`src/core_defines.svh`:
```
`ifndef CORE_DEFINES_SVH
`define CORE_DEFINES_SVH

// Width of a data word and of an instruction word
`define CORE_XLEN 32

// Architectural integer registers, x0 included
`define CORE_NREGS 32

// Bits needed to index one register
`define CORE_REG_AW 5

`endif

```
`src/core_pkg.sv`:
```
`default_nettype none

`include "core_defines.svh"

package core_pkg;

    typedef logic [`CORE_XLEN-1:0] word_t;

    typedef logic [`CORE_REG_AW-1:0] reg_addr_t;

    // ALU functions, PASS_B forwards operand B untouched for LUI
    typedef enum logic [3:0] {
        ALU_ADD,
        ALU_SUB,
        ALU_SLL,
        ALU_SLT,
        ALU_SLTU,
        ALU_XOR,
        ALU_SRL,
        ALU_SRA,
        ALU_OR,
        ALU_AND,
        ALU_PASS_B
    } alu_op_e;

endpackage

`default_nettype wire

```
`src/isa_pkg.sv`:
```
`default_nettype none

`include "core_defines.svh"

package isa_pkg;

    // RV32I instructions are one word wide
    typedef logic [`CORE_XLEN-1:0] insn_t;

    // Upper function field of R-type and shift-immediate encodings
    typedef logic [6:0] funct7_t;

    // Major opcodes handled by the core
    typedef enum logic [6:0] {
        OPC_OP     = 7'b0110011,
        OPC_OP_IMM = 7'b0010011,
        OPC_LUI    = 7'b0110111
    } opcode_e;

    // Integer operation selector, shared by OP and OP-IMM
    typedef enum logic [2:0] {
        F3_ADD_SUB = 3'b000,
        F3_SLL     = 3'b001,
        F3_SLT     = 3'b010,
        F3_SLTU    = 3'b011,
        F3_XOR     = 3'b100,
        F3_SRL_SRA = 3'b101,
        F3_OR      = 3'b110,
        F3_AND     = 3'b111
    } funct3_e;

    // funct7 patterns
    localparam funct7_t F7_BASE = 7'b0000000;
    // Selects SUB and the arithmetic right shift
    localparam funct7_t F7_ALT  = 7'b0100000;

endpackage

`default_nettype wire

```
`src/alu_execute.sv`:
```
`timescale 1ns/1ps
`default_nettype none

`include "core_defines.svh"

module alu_execute import core_pkg::*; (
    input  logic      clk_i,
    input  logic      rst_ni,
    input  logic      dec_vld_i,
    input  logic      dec_illegal_i,
    input  logic      dec_wen_i,
    input  reg_addr_t dec_rd_i,
    input  reg_addr_t dec_rs1_i,
    input  reg_addr_t dec_rs2_i,
    input  word_t     dec_rs1_data_i,
    input  word_t     dec_rs2_data_i,
    input  word_t     dec_imm_i,
    input  logic      dec_use_imm_i,
    input  alu_op_e   dec_alu_op_i,
    input  logic      fwd_wen_i,
    input  reg_addr_t fwd_rd_i,
    input  word_t     fwd_data_i,
    output logic      ex_vld_o,
    output logic      ex_illegal_o,
    output logic      ex_wen_o,
    output reg_addr_t ex_rd_o,
    output word_t     ex_result_o
);

    localparam int unsigned SHAMT_W = $clog2(`CORE_XLEN);

    logic               vld_q;
    logic               illegal_q;
    logic               wen_q;
    reg_addr_t          rd_q;
    reg_addr_t          rs1_q;
    reg_addr_t          rs2_q;
    word_t              rs1_data_q;
    word_t              rs2_data_q;
    word_t              imm_q;
    logic               use_imm_q;
    alu_op_e            alu_op_q;
    word_t              op_a;
    word_t              rs2_val;
    word_t              op_b;
    logic [SHAMT_W-1:0] shamt;
    word_t              result;

    always_ff @(posedge clk_i or negedge rst_ni) begin
        if (!rst_ni) begin
            vld_q     <= 1'b0;
            illegal_q <= 1'b0;
            wen_q     <= 1'b0;
        end else begin
            vld_q     <= dec_vld_i;
            illegal_q <= dec_illegal_i;
            wen_q     <= dec_wen_i;
        end
    end

    always_ff @(posedge clk_i) begin
        if (dec_vld_i) begin
            rd_q       <= dec_rd_i;
            rs1_q      <= dec_rs1_i;
            rs2_q      <= dec_rs2_i;
            rs1_data_q <= dec_rs1_data_i;
            rs2_data_q <= dec_rs2_data_i;
            imm_q      <= dec_imm_i;
            use_imm_q  <= dec_use_imm_i;
            alu_op_q   <= dec_alu_op_i;
        end
    end

    // Result stage holds the previous instruction, its value is newer than the read
    assign op_a    = (fwd_wen_i && (fwd_rd_i == rs1_q)) ? fwd_data_i : rs1_data_q;
    assign rs2_val = (fwd_wen_i && (fwd_rd_i == rs2_q)) ? fwd_data_i : rs2_data_q;
    assign op_b    = use_imm_q ? imm_q : rs2_val;
    assign shamt   = op_b[SHAMT_W-1:0];

    always_comb begin
        case (alu_op_q)
            ALU_ADD:    result = op_a + op_b;
            ALU_SUB:    result = op_a - op_b;
            ALU_SLL:    result = op_a << shamt;
            ALU_SLT:    result = word_t'($signed(op_a) < $signed(op_b));
            ALU_SLTU:   result = word_t'(op_a < op_b);
            ALU_XOR:    result = op_a ^ op_b;
            ALU_SRL:    result = op_a >> shamt;
            ALU_SRA:    result = word_t'($signed(op_a) >>> shamt);
            ALU_OR:     result = op_a | op_b;
            ALU_AND:    result = op_a & op_b;
            ALU_PASS_B: result = op_b;
            default:    result = '0;
        endcase
    end

    assign ex_vld_o     = vld_q;
    assign ex_illegal_o = illegal_q;
    assign ex_wen_o     = wen_q;
    assign ex_rd_o      = rd_q;
    assign ex_result_o  = result;

endmodule

`default_nettype wire

```
`src/insn_decode.sv`:
```
`timescale 1ns/1ps
`default_nettype none

`include "core_defines.svh"

module insn_decode import isa_pkg::*, core_pkg::*; (
    input  logic      clk_i,
    input  logic      rst_ni,
    input  logic      insn_vld_i,
    input  insn_t     insn_i,
    input  word_t     rf_rs1_data_i,
    input  word_t     rf_rs2_data_i,
    output reg_addr_t rf_rs1_addr_o,
    output reg_addr_t rf_rs2_addr_o,
    output logic      dec_vld_o,
    output logic      dec_illegal_o,
    output logic      dec_wen_o,
    output reg_addr_t dec_rd_o,
    output reg_addr_t dec_rs1_o,
    output reg_addr_t dec_rs2_o,
    output word_t     dec_rs1_data_o,
    output word_t     dec_rs2_data_o,
    output word_t     dec_imm_o,
    output logic      dec_use_imm_o,
    output alu_op_e   dec_alu_op_o
);

    logic    vld_q;
    insn_t   insn_q;
    opcode_e opcode;
    funct3_e funct3;
    funct7_t funct7;
    word_t   imm_i_type;
    word_t   imm_u_type;
    logic    legal;
    logic    use_imm;
    word_t   imm;
    alu_op_e alu_op;

    // Maps funct3 to an ALU function with alt picking SUB or SRA
    function automatic alu_op_e base_op(funct3_e f3, logic alt);
        alu_op_e op;
        case (f3)
            F3_ADD_SUB: op = alt ? ALU_SUB : ALU_ADD;
            F3_SLL:     op = ALU_SLL;
            F3_SLT:     op = ALU_SLT;
            F3_SLTU:    op = ALU_SLTU;
            F3_XOR:     op = ALU_XOR;
            F3_SRL_SRA: op = alt ? ALU_SRA : ALU_SRL;
            F3_OR:      op = ALU_OR;
            default:    op = ALU_AND;
        endcase
        return op;
    endfunction

    always_ff @(posedge clk_i or negedge rst_ni) begin
        if (!rst_ni) begin
            vld_q <= 1'b0;
        end else begin
            vld_q <= insn_vld_i;
        end
    end

    // Instruction word only loads on a strobe
    always_ff @(posedge clk_i) begin
        if (insn_vld_i) begin
            insn_q <= insn_i;
        end
    end

    assign opcode = opcode_e'(insn_q[6:0]);
    assign funct3 = funct3_e'(insn_q[14:12]);
    assign funct7 = insn_q[31:25];

    assign imm_i_type = {{(`CORE_XLEN-12){insn_q[31]}}, insn_q[31:20]};
    assign imm_u_type = {insn_q[31:12], 12'h000};

    always_comb begin
        legal   = 1'b0;
        use_imm = 1'b0;
        imm     = imm_i_type;
        alu_op  = ALU_ADD;
        case (opcode)
            OPC_OP: begin
                alu_op = base_op(funct3, funct7[5]);
                legal  = (funct7 == F7_BASE) ||
                         ((funct7 == F7_ALT) &&
                          (funct3 == F3_ADD_SUB || funct3 == F3_SRL_SRA));
            end
            OPC_OP_IMM: begin
                use_imm = 1'b1;
                // ADDI has no SUB form since the top bits are immediate
                alu_op  = base_op(funct3, (funct3 == F3_SRL_SRA) && funct7[5]);
                case (funct3)
                    F3_SLL:     legal = (funct7 == F7_BASE);
                    F3_SRL_SRA: legal = (funct7 == F7_BASE) || (funct7 == F7_ALT);
                    default:    legal = 1'b1;
                endcase
            end
            OPC_LUI: begin
                legal   = 1'b1;
                use_imm = 1'b1;
                imm     = imm_u_type;
                alu_op  = ALU_PASS_B;
            end
            default: legal = 1'b0;
        endcase
    end

    assign rf_rs1_addr_o = insn_q[19:15];
    assign rf_rs2_addr_o = insn_q[24:20];

    assign dec_vld_o      = vld_q;
    assign dec_illegal_o  = vld_q & ~legal;
    // Only place where x0 is filtered out
    assign dec_wen_o      = vld_q & legal & (insn_q[11:7] != '0);
    assign dec_rd_o       = insn_q[11:7];
    assign dec_rs1_o      = insn_q[19:15];
    assign dec_rs2_o      = insn_q[24:20];
    assign dec_rs1_data_o = rf_rs1_data_i;
    assign dec_rs2_data_o = rf_rs2_data_i;
    assign dec_imm_o      = imm;
    assign dec_use_imm_o  = use_imm;
    assign dec_alu_op_o   = alu_op;

endmodule

`default_nettype wire

```
`src/regfile.sv`:
```
`timescale 1ns/1ps
`default_nettype none

`include "core_defines.svh"

module regfile import core_pkg::*; (
    input  logic      clk_i,
    input  logic      rst_ni,
    input  logic      wen_i,
    input  reg_addr_t waddr_i,
    input  word_t     wdata_i,
    input  reg_addr_t raddr1_i,
    input  reg_addr_t raddr2_i,
    output word_t     rdata1_o,
    output word_t     rdata2_o
);

    word_t regs_q [`CORE_NREGS];

    always_ff @(posedge clk_i or negedge rst_ni) begin
        if (!rst_ni) begin
            for (int i = 0; i < `CORE_NREGS; i++) begin
                regs_q[i] <= '0;
            end
        end else if (wen_i) begin
            regs_q[waddr_i] <= wdata_i;
        end
    end

    // x0 reads zero, a same-cycle write wins over the stored value
    assign rdata1_o = (raddr1_i == '0)                  ? '0      :
                      (wen_i && (waddr_i == raddr1_i)) ? wdata_i :
                                                          regs_q[raddr1_i];

    assign rdata2_o = (raddr2_i == '0)                  ? '0      :
                      (wen_i && (waddr_i == raddr2_i)) ? wdata_i :
                                                          regs_q[raddr2_i];

    // Decode drops x0 writes before they reach the write port
    a_no_x0_write: assert property (
        @(posedge clk_i) disable iff (!rst_ni)
        wen_i |-> (waddr_i != '0)
    );

endmodule

`default_nettype wire

```
`src/result_stage.sv`:
```
`timescale 1ns/1ps
`default_nettype none

module result_stage import core_pkg::*; (
    input  logic      clk_i,
    input  logic      rst_ni,
    input  logic      ex_vld_i,
    input  logic      ex_illegal_i,
    input  logic      ex_wen_i,
    input  reg_addr_t ex_rd_i,
    input  word_t     ex_result_i,
    output logic      retire_vld_o,
    output logic      retire_illegal_o,
    output logic      retire_wen_o,
    output reg_addr_t retire_rd_o,
    output word_t     retire_data_o
);

    logic      vld_q;
    logic      illegal_q;
    logic      wen_q;
    reg_addr_t rd_q;
    word_t     data_q;

    always_ff @(posedge clk_i or negedge rst_ni) begin
        if (!rst_ni) begin
            vld_q     <= 1'b0;
            illegal_q <= 1'b0;
            wen_q     <= 1'b0;
        end else begin
            vld_q     <= ex_vld_i;
            illegal_q <= ex_vld_i & ex_illegal_i;
            // Bubbles never write back
            wen_q     <= ex_vld_i & ex_wen_i;
        end
    end

    always_ff @(posedge clk_i) begin
        rd_q   <= ex_rd_i;
        data_q <= ex_result_i;
    end

    assign retire_vld_o     = vld_q;
    assign retire_illegal_o = illegal_q;
    assign retire_wen_o     = wen_q;
    assign retire_rd_o      = rd_q;
    assign retire_data_o    = data_q;

    a_retire_no_x0: assert property (
        @(posedge clk_i) disable iff (!rst_ni)
        retire_wen_o |-> (retire_rd_o != '0)
    );

    a_illegal_no_write: assert property (
        @(posedge clk_i) disable iff (!rst_ni)
        retire_illegal_o |-> !retire_wen_o
    );

endmodule

`default_nettype wire

```
`src/rv_alu_core.sv`:
```
`timescale 1ns/1ps
`default_nettype none

module rv_alu_core import isa_pkg::*, core_pkg::*; (
    input  logic      clk_i,
    input  logic      rst_ni,
    input  logic      insn_vld_i,
    input  insn_t     insn_i,
    output logic      retire_vld_o,
    output logic      retire_illegal_o,
    output logic      retire_wen_o,
    output reg_addr_t retire_rd_o,
    output word_t     retire_data_o
);

    // Register file read port
    reg_addr_t rf_rs1_addr;
    reg_addr_t rf_rs2_addr;
    word_t     rf_rs1_data;
    word_t     rf_rs2_data;

    // Decode to execute
    logic      dec_vld;
    logic      dec_illegal;
    logic      dec_wen;
    reg_addr_t dec_rd;
    reg_addr_t dec_rs1;
    reg_addr_t dec_rs2;
    word_t     dec_rs1_data;
    word_t     dec_rs2_data;
    word_t     dec_imm;
    logic      dec_use_imm;
    alu_op_e   dec_alu_op;

    // Execute to result
    logic      ex_vld;
    logic      ex_illegal;
    logic      ex_wen;
    reg_addr_t ex_rd;
    word_t     ex_result;

    insn_decode u_insn_decode (
        .clk_i          (clk_i),
        .rst_ni         (rst_ni),
        .insn_vld_i     (insn_vld_i),
        .insn_i         (insn_i),
        .rf_rs1_data_i  (rf_rs1_data),
        .rf_rs2_data_i  (rf_rs2_data),
        .rf_rs1_addr_o  (rf_rs1_addr),
        .rf_rs2_addr_o  (rf_rs2_addr),
        .dec_vld_o      (dec_vld),
        .dec_illegal_o  (dec_illegal),
        .dec_wen_o      (dec_wen),
        .dec_rd_o       (dec_rd),
        .dec_rs1_o      (dec_rs1),
        .dec_rs2_o      (dec_rs2),
        .dec_rs1_data_o (dec_rs1_data),
        .dec_rs2_data_o (dec_rs2_data),
        .dec_imm_o      (dec_imm),
        .dec_use_imm_o  (dec_use_imm),
        .dec_alu_op_o   (dec_alu_op)
    );

    // Written from the retiring instruction
    regfile u_regfile (
        .clk_i    (clk_i),
        .rst_ni   (rst_ni),
        .wen_i    (retire_wen_o),
        .waddr_i  (retire_rd_o),
        .wdata_i  (retire_data_o),
        .raddr1_i (rf_rs1_addr),
        .raddr2_i (rf_rs2_addr),
        .rdata1_o (rf_rs1_data),
        .rdata2_o (rf_rs2_data)
    );

    alu_execute u_alu_execute (
        .clk_i          (clk_i),
        .rst_ni         (rst_ni),
        .dec_vld_i      (dec_vld),
        .dec_illegal_i  (dec_illegal),
        .dec_wen_i      (dec_wen),
        .dec_rd_i       (dec_rd),
        .dec_rs1_i      (dec_rs1),
        .dec_rs2_i      (dec_rs2),
        .dec_rs1_data_i (dec_rs1_data),
        .dec_rs2_data_i (dec_rs2_data),
        .dec_imm_i      (dec_imm),
        .dec_use_imm_i  (dec_use_imm),
        .dec_alu_op_i   (dec_alu_op),
        .fwd_wen_i      (retire_wen_o),
        .fwd_rd_i       (retire_rd_o),
        .fwd_data_i     (retire_data_o),
        .ex_vld_o       (ex_vld),
        .ex_illegal_o   (ex_illegal),
        .ex_wen_o       (ex_wen),
        .ex_rd_o        (ex_rd),
        .ex_result_o    (ex_result)
    );

    result_stage u_result_stage (
        .clk_i            (clk_i),
        .rst_ni           (rst_ni),
        .ex_vld_i         (ex_vld),
        .ex_illegal_i     (ex_illegal),
        .ex_wen_i         (ex_wen),
        .ex_rd_i          (ex_rd),
        .ex_result_i      (ex_result),
        .retire_vld_o     (retire_vld_o),
        .retire_illegal_o (retire_illegal_o),
        .retire_wen_o     (retire_wen_o),
        .retire_rd_o      (retire_rd_o),
        .retire_data_o    (retire_data_o)
    );

endmodule

`default_nettype wire

```
`config.mk`:
```
export PLATFORM = sky130hd
export DESIGN_NAME = rv_alu_core
export DESIGN_NICKNAME = d
export VERILOG_FILES = /design/src/core_pkg.sv /design/src/isa_pkg.sv /design/src/alu_execute.sv /design/src/insn_decode.sv /design/src/regfile.sv /design/src/result_stage.sv /design/src/rv_alu_core.sv
export VERILOG_INCLUDE_DIRS = /design/src
export SDC_FILE = /design/constraint.sdc
export NUM_CORES = 2
export LEC_CHECK = 0
export CAP_MARGIN = 30
export CORE_MARGIN = 2
export CORE_UTILIZATION = 30
export DETAILED_ROUTE_END_ITERATION = 10
export DONT_BUFFER_PORTS = 1
export PLACE_DENSITY_LB_ADDON = 0.15
export SLEW_MARGIN = 15
export SYNTH_ARGS = -nofsm -noshare
export SYNTH_HDL_FRONTEND = slang
export SYNTH_HIERARCHICAL = 1
export SYNTH_SLANG_ARGS = --single-unit
```
`constraint.sdc`:
```
create_clock -name clk_i -period 14.3 [get_ports clk_i]
set_input_delay 0.715 -clock clk_i [delete_from_list [all_inputs] [get_ports clk_i]]
set_output_delay 0.715 -clock clk_i [all_outputs]
set_load 0.05 [all_outputs]
```
Yosys cells after proc, flatten, opt, wreduce, memory -nomap -nowiden
Cells that the tools add are included.
{ "word_totals": {"reg_bits": 1216, "input_bits": 35, "output_inout_bits": 40, "elab_cells": 141} }
{ "classes": {"add_sub_neg": 2, "order_cmp": 6, "eq_ne": 24, "shift": 3, "n_mux": 26, "n_bitwise": 12, "n_reduce_logical": 17} }
{ "ops": {"columns": ["op", "count"], "rows": [
  ["bitwise mux 1024 bit", 1],
  ["case mux 32 bit (11 select lines)", 1],
  ["binary-select mux 32 bit (select 5 bit)", 2],
  ["two-way mux 32 bit", 10],
  ["demux 32 bit (select 5 bit)", 1],
  ["< comparator 32 bit", 2],
  ["case mux 4 bit (7 select lines)", 2],
  ["adder 32 bit", 1],
  ["bitwise AND 32 bit", 1],
  ["OR 32 bit", 1],
  ["<< shifter 32 x 5 -> 32 bit", 1],
  ["right shift 32 x 5 -> 32 bit", 1],
  [">>> shifter 32 x 5 -> 32 bit", 1],
  ["subtractor 32 bit", 1],
  ["bitwise XOR 32 bit", 1],
  ["two-way mux 31 bit", 1],
  ["equality test 7 x 6 -> 1 bit, second input constant", 3],
  ["equality test 5 bit", 4],
  ["greater-or-equal comparator 6 bit, second input constant", 3],
  ["inverter 5 -> 6 bit", 3],
  ["equality test 4 x 3 -> 1 bit, second input constant", 4],
  ["equality test 4 bit, second input constant", 3],
  ["case mux 4 bit (3 select lines)", 1],
  ["zero test 5 bit", 2],
  ["19 further kinds", 39]
]} }

Longest topological paths before layout
{ "depth": {"ltp_word": 7, "ltp_mapped": 21, "ltp_nobuf": 18} }

Modules after synthesis
The synthesis kept the hierarchy.
{ "by_module_without_submodules": {"columns": ["mod", "instances", "cells_per_inst", "area_each_um2", "seq_area_each_um2"], "rows": [
  ["regfile", 1, 3711, 54846.4, 25624.6],
  ["alu_execute", 1, 1748, 14455.1, 3558.4],
  ["insn_decode", 1, 196, 2143.3, 985.9],
  ["result_stage", 1, 42, 828.3, 815.8]
]} }

Worst setup path after synthesis
OpenSTA, ideal clock, no wires.
{ "synth_path": {"path_kind": "flip-flop to flip-flop", "startpoint": "reg u_result_stage.rd_q[3], in the netlist u_result_stage/retire_rd_o[3]", "endpoint": "reg u_result_stage.data_q[24], in the netlist u_result_stage/retire_data_o[24]", "setup_ns": 0.120, "arrival_ns": 4.944, "required_time_ns": 14.180, "setup_slack_ns": 9.236, "stages_incl_launch_ff": 22, "path_buffers": 3, "period_less_slack_ns": 5.064, "path_cell_list": "dfxtp_1 > xnor2_1 > nand4_1 > nor2_1 > buf_2 > buf_1 > mux2i_1 > nor2_1 > a21oi_1 > inv_1 > ha_1 > clkbuf_1 > nor3_1 > nand3_1 > o31a_1 > a31oi_1 > a21oi_1 > and4_1 > o41a_1 > o211ai_1 > o221ai_1 > a211o_1"} }
{ "synth_between": {"elab_chain_len": 6, "word_cells_on_any_way": 16, "cone_classes": "add/sub: 2; eq/ne: 2; shift: 3; mux: 4; bitwise: 3; reduce/logical: 2"} }
{ "synth_rtl": {"columns": ["element", "line_no", "source"], "rows": [
  ["from (decl)", "result_stage.sv:22", "reg_addr_t rd_q;"],
  ["from (signal assigned)", "result_stage.sv:39", "rd_q <= ex_rd_i;"],
  ["equality test 5 bit", "alu_execute.sv:76", "assign rs2_val = (fwd_wen_i && (fwd_rd_i == rs2_q)) ? fwd_data_i : rs2_data_q;"],
  ["logical AND 1 bit", "alu_execute.sv:76", null],
  ["two-way mux 32 bit", "alu_execute.sv:76", null],
  ["two-way mux 32 bit", "alu_execute.sv:77", "assign op_b = use_imm_q ? imm_q : rs2_val;"],
  ["subtractor 32 bit, or another cell as far along", "alu_execute.sv:83", "ALU_SUB: result = op_a - op_b;"],
  ["case mux 32 bit (11 select lines) (*)", "alu_execute.sv:81", "case (alu_op_q)"],
  ["via ex_result[24]", "rv_alu_core.sv:40", "word_t ex_result;"],
  ["to (signal assigned)", "result_stage.sv:40", "data_q <= ex_result_i;"],
  ["to (decl)", "result_stage.sv:23", "word_t data_q;"]
]} }
Mark *: on every way through the listed nets, which the timed path passes. The rest lies on a longest branch.
A chain may end at the register's enable or synchronous reset.

Final worst setup path
{ "layout_path": {"startpoint": "reg u_result_stage.rd_q[1], in the netlist u_result_stage/retire_rd_o[1]", "endpoint": "reg u_result_stage.data_q[28], in the netlist u_result_stage/retire_data_o[28]"} }
The elaborated chain is that of the path after synthesis.

==> out/metrics.cfg <==
[setup_path]
timing.critical_path.from = u_result_stage/retire_rd_o[1]$_DFF_P_
reg2reg_to = u_result_stage/retire_data_o[28]$_DFF_P_
worst_r2r_startpoint = u_result_stage/retire_rd_o[1]$_DFF_P_
crit_path_end_kind = flip-flop
worst-endpoint-arrival_ns = 7.21
rr_worst_depth = 17
worst_setup_path_start_kind = flip-flop
worst-endpoint-required_ns = 14.96
critical_path_peak_fanout = 25
critical_path_type = flip-flop to flip-flop
rrSetupSlack_ns = 7.75
critPathCapture = u_result_stage/retire_data_o[28]$_DFF_P_

[sta]
unrepaired_setup_endpoints_after_global_routing = no
final-setup-viol-count = 0
timing.max_slew.rel_slack_pct = 25.3
fin_crit_ns = 6.55
final.setup_skew_ns = 0.0396
hold_slack_ns = 0.0405
fmax_mhz = 153
slew_violations = 0
setup_tns_ns = 0
worstMarginPinSlew_ns = 1.12
post-route-period-util_pct = 45.8
finalHoldViolCount = 0
post-route-worst-setup-slack_ns = 7.75

[yosys]
postSynthAreaPerCell_um2 = 12.7
synth.yosys.seq_area_share_pct = 42.9
netlist-cell-type-count = 98
syn_area_um2 = 72300
yosys.area_share.simple_pct = 4.54
synth_seq_cells = 1216
synth_xor_xnor_area_share_pct = 0.533
synth-main-ff-cell = sky130_fd_sc_hd__dfrtp_1
yosysWarningCount = 6
postSynthCellCount = 5697
library_cell_with_the_largest_summed_area_after_synthesis = sky130_fd_sc_hd__dfrtp_1
synthTopCellsByArea = sky130_fd_sc_hd__dfrtp_1, sky130_fd_sc_hd__mux2_2, sky130_fd_sc_hd__mux4_2, sky130_fd_sc_hd__edfxtp_1, sky130_fd_sc_hd__mux2i_1
synth-edff-count = 148
postSynthNetCount = 5833
synth-async-reset-ratio_pct = 84.8
synth_compound_area_share_pct = 10.3
post_synthesis_mux_area_share_pct = 35.1
synthAdderAreaFrac_pct = 1.77
synth_top_family_by_area = multiplexers
synth_largest_type_area_fraction_pct = 35.7

[clock_network]
clk_root_buffer_cell = sky130_fd_sc_hd__clkbuf_16
clkSlewWorstSetupHoldPaths_ns = 0.06
cts_setup_buffers = 0
cts_htree_levels = 4
clock_buffer_depth = 3
tritoncts = built
tritoncts.num_buffers = 149
clock_sinks = 1216
cts_hold_buf = 35
post_cts_resized = 0
clock_latency_at_the_later_pin_of_the_worst_skew_pair_ns = 0.83

[run]
drv.max_cap_violation_count = 0

[routing]
route.antenna.remaining_nets = 0
route.detailed.vias_per_inst = 5.94
drt_iter0_markers = 4914
drtPass1Iterations = 5
detail_route.wirelength_um = 299000
wl_per_cell_um = 34.2
drc = 0
via_count = 51886

[place]
place_worst_setup_slack_ns = 7.94
gpl.final_weighted_congestion = 0.997
placement.io_buffers = 0
post-dp-hpwl_um = 188000

[floorplan]
chipWidth_um = 495
die_height_um = 495
placement_rows = 180
die_area_um2 = 245000
num_io_pins = 75
floorplan_core_area_um2 = 240000
initial_utilization_pct = 30.1

[power_and_ir_drop]
clock_power_share_pct = 41.2
leak_pwr_uw = 0.0354
intPower_uw = 6360
cellPowerDensity_nw_per_um2 = 117
vdd_drop_max_v = 0.000120
netSwitchingPower_uw = 3100
sequentialPowerShare_pct = 38.9
switching_share_pct = 32.8
p_comb_share_pct = 19.9

[finish]
areaGrowthSynthToFinish_pct = 11.8
layout.nets = 5574
drive_above_1_share_pct = 37.3

[global_route]
grt_first_pass_wirelength_um = 422000
antenna_found_initial = 23
overflow = 0
grt_max_degree = 233
gr-usage-all-layers_pct = 24.1
grt_pass1_vias = 52713

[run_status]
run_status = completed

[min_path]
holdCritPathClass = input port to flip-flop

[cell families (layout without fill, tap and decap cells)]
kind of cell / Yosys count / in the layout
AO/OA/AOI/OAI: 1049 / 1049
XOR/XNOR: 44 / 44
adder cells (fa/ha/maj): 101 / 101
buffers and inverters: 737 / 590
flip-flops: 1216 / 1216
multiplexers: 1859 / 1859
other: 0 / 4
AND/OR/NAND/NOR: 691 / 691
[flip-flops by register name (all words and copies together) (netlist names), 4 cells and up]
register and count:
u_alu_execute/ex_rd_o 5, u_alu_execute/rs2_q 5, u_alu_execute/rs1_data_q 32, u_insn_decode/insn_q 32, u_result_stage/retire_rd_o 5, u_alu_execute/rs2_data_q 32, u_alu_execute/alu_op_q 4, u_alu_execute/imm_q 32
u_alu_execute/rs1_q 5, u_result_stage/retire_data_o 32, u_regfile/regs_q 1024
[cell usage in the layout, fill, tap and decap left out, types with 47 or more instances in the layout]
cell	synthesis	layout
sky130_fd_sc_hd__mux4_2	426	426
sky130_fd_sc_hd__a22oi_1	175	175
sky130_fd_sc_hd__o211ai_1	55	55
sky130_fd_sc_hd__o221ai_1	99	99
sky130_fd_sc_hd__nand3_1	51	51
sky130_fd_sc_hd__mux2i_1	326	326
sky130_fd_sc_hd__edfxtp_1	148	148
sky130_fd_sc_hd__clkbuf_16	0	153
sky130_fd_sc_hd__ha_1	99	99
sky130_fd_sc_hd__nor3_1	68	66
sky130_fd_sc_hd__nor2_1	210	190
sky130_fd_sc_hd__buf_4	128	149
sky130_fd_sc_hd__o21ai_0	109	109
sky130_fd_sc_hd__mux2_2	1089	1089
sky130_fd_sc_hd__o22ai_1	47	47
sky130_fd_sc_hd__nand2_1	186	170
sky130_fd_sc_hd__dfrtp_1	1031	1030
sky130_fd_sc_hd__inv_1	88	87
sky130_fd_sc_hd__a21oi_1	205	205
[per-layer routing]
metal	part of all wire [%]	vias to the layer above	track usage (%)	wire length, um
met3	6.1	530	4.02	18300
met1	43	28042	32.3	128000
li1	-	21346	-	-
met4	4.3	6	9.42	12900
met5	0.015	-	0	46
met2	47	1962	38.6	139000
[layout make-up]
| class | count | area (um2) |
|---|---|---|
| antenna | 4 | 10.0 |
| clock buffer | 226 | 4490 |
| clock inverter | 37 | 514 |
| fill | 23783 | 159000 |
| inverter | 106 | 398 |
| multi-input combinational | 3744 | 38000 |
| sequential | 1216 | 31000 |
| tap | 3185 | 3990 |
| timing repair buffer | 221 | 2330 |
[stage by stage]
stage          util, %  total power (uW)  std cells  instance area, um2
6_report          33.7              9460       8739               80800
5_1_grt           33.7              9780       8737               80800
4_1_cts           33.6              9530       8727               80700
3_5_place_dp      31.4              5570       8429               75300
3_3_place_gp      31.2              5580       8412               74800
2_1_floorplan        -              4810       5697               72300
[synthesized netlist by cell type, drive strengths merged (32+ instances only)]
| cell type | instances |
|---|---|
| mux2 | 1106 |
| dfrtp | 1031 |
| mux4 | 426 |
| buf | 369 |
| mux2i | 327 |
| clkbuf | 262 |
| nor2 | 215 |
| a21oi | 206 |
| nand2 | 187 |
| a22oi | 175 |
| edfxtp | 148 |
| o21ai | 137 |
| inv | 103 |
| ha | 99 |
| o221ai | 99 |
| nor3 | 69 |
| o211ai | 55 |
| nand3 | 52 |
| o22ai | 47 |
| xnor2 | 39 |
| nor2b | 38 |
| a221oi | 37 |
| dfxtp | 37 |
| a21o | 35 |
| a211oi | 33 |
| a22o | 32 |
[critical path, stage by stage (launching register included)]
cell	delay (ns)
sky130_fd_sc_hd__dfxtp_1	0.96
sky130_fd_sc_hd__xnor2_1	0.21
sky130_fd_sc_hd__nand4_1	0.28
sky130_fd_sc_hd__nor2_4	0.26
sky130_fd_sc_hd__buf_4	0.54
sky130_fd_sc_hd__a221oi_4	0.26
sky130_fd_sc_hd__buf_4	0.33
sky130_fd_sc_hd__ha_1	0.49
sky130_fd_sc_hd__inv_1	0.15
sky130_fd_sc_hd__a221oi_1	0.51
sky130_fd_sc_hd__o211ai_1	0.31
sky130_fd_sc_hd__a311oi_1	0.88
sky130_fd_sc_hd__a21oi_1	0.21
sky130_fd_sc_hd__a31o_2	0.33
sky130_fd_sc_hd__a21oi_1	0.22
sky130_fd_sc_hd__o21bai_1	0.11
sky130_fd_sc_hd__o31ai_1	0.21
sky130_fd_sc_hd__o211ai_1	0.11
[worst min path at each step]
stage | from | end | slack, ns | cells after the start
finish | insn_vld_i | u_insn_decode/insn_q[26]$_DFFE_PP_ | 0.04 | 0
detailed placement | u_alu_execute/ex_rd_o[0]$_DFFE_PP_ | u_result_stage/retire_rd_o[0]$_DFF_P_ | 0.33 | 0
global route | insn_vld_i | u_insn_decode/insn_q[26]$_DFFE_PP_ | 0.01 | 0
floorplan | u_alu_execute/ex_rd_o[0]$_DFFE_PP_ | u_result_stage/retire_rd_o[0]$_DFF_P_ | 0.32 | 0
CTS | insn_vld_i | u_insn_decode/insn_q[26]$_DFFE_PP_ | 0.002 | 0
global placement | u_alu_execute/ex_rd_o[0]$_DFFE_PP_ | u_result_stage/retire_rd_o[0]$_DFF_P_ | 0.33 | 0
[power by group through the flow]
stage,clock network (uW),logic [uW],registers (uW)
6_report,3900,1880,3680
5_1_grt,4130,1970,3680
4_1_cts,3990,1850,3680
3_5_place_dp,0,1830,3740
3_3_place_gp,0,1820,3760
2_1_floorplan,0,1020,3790
Power figures use the tool's default switching activity.
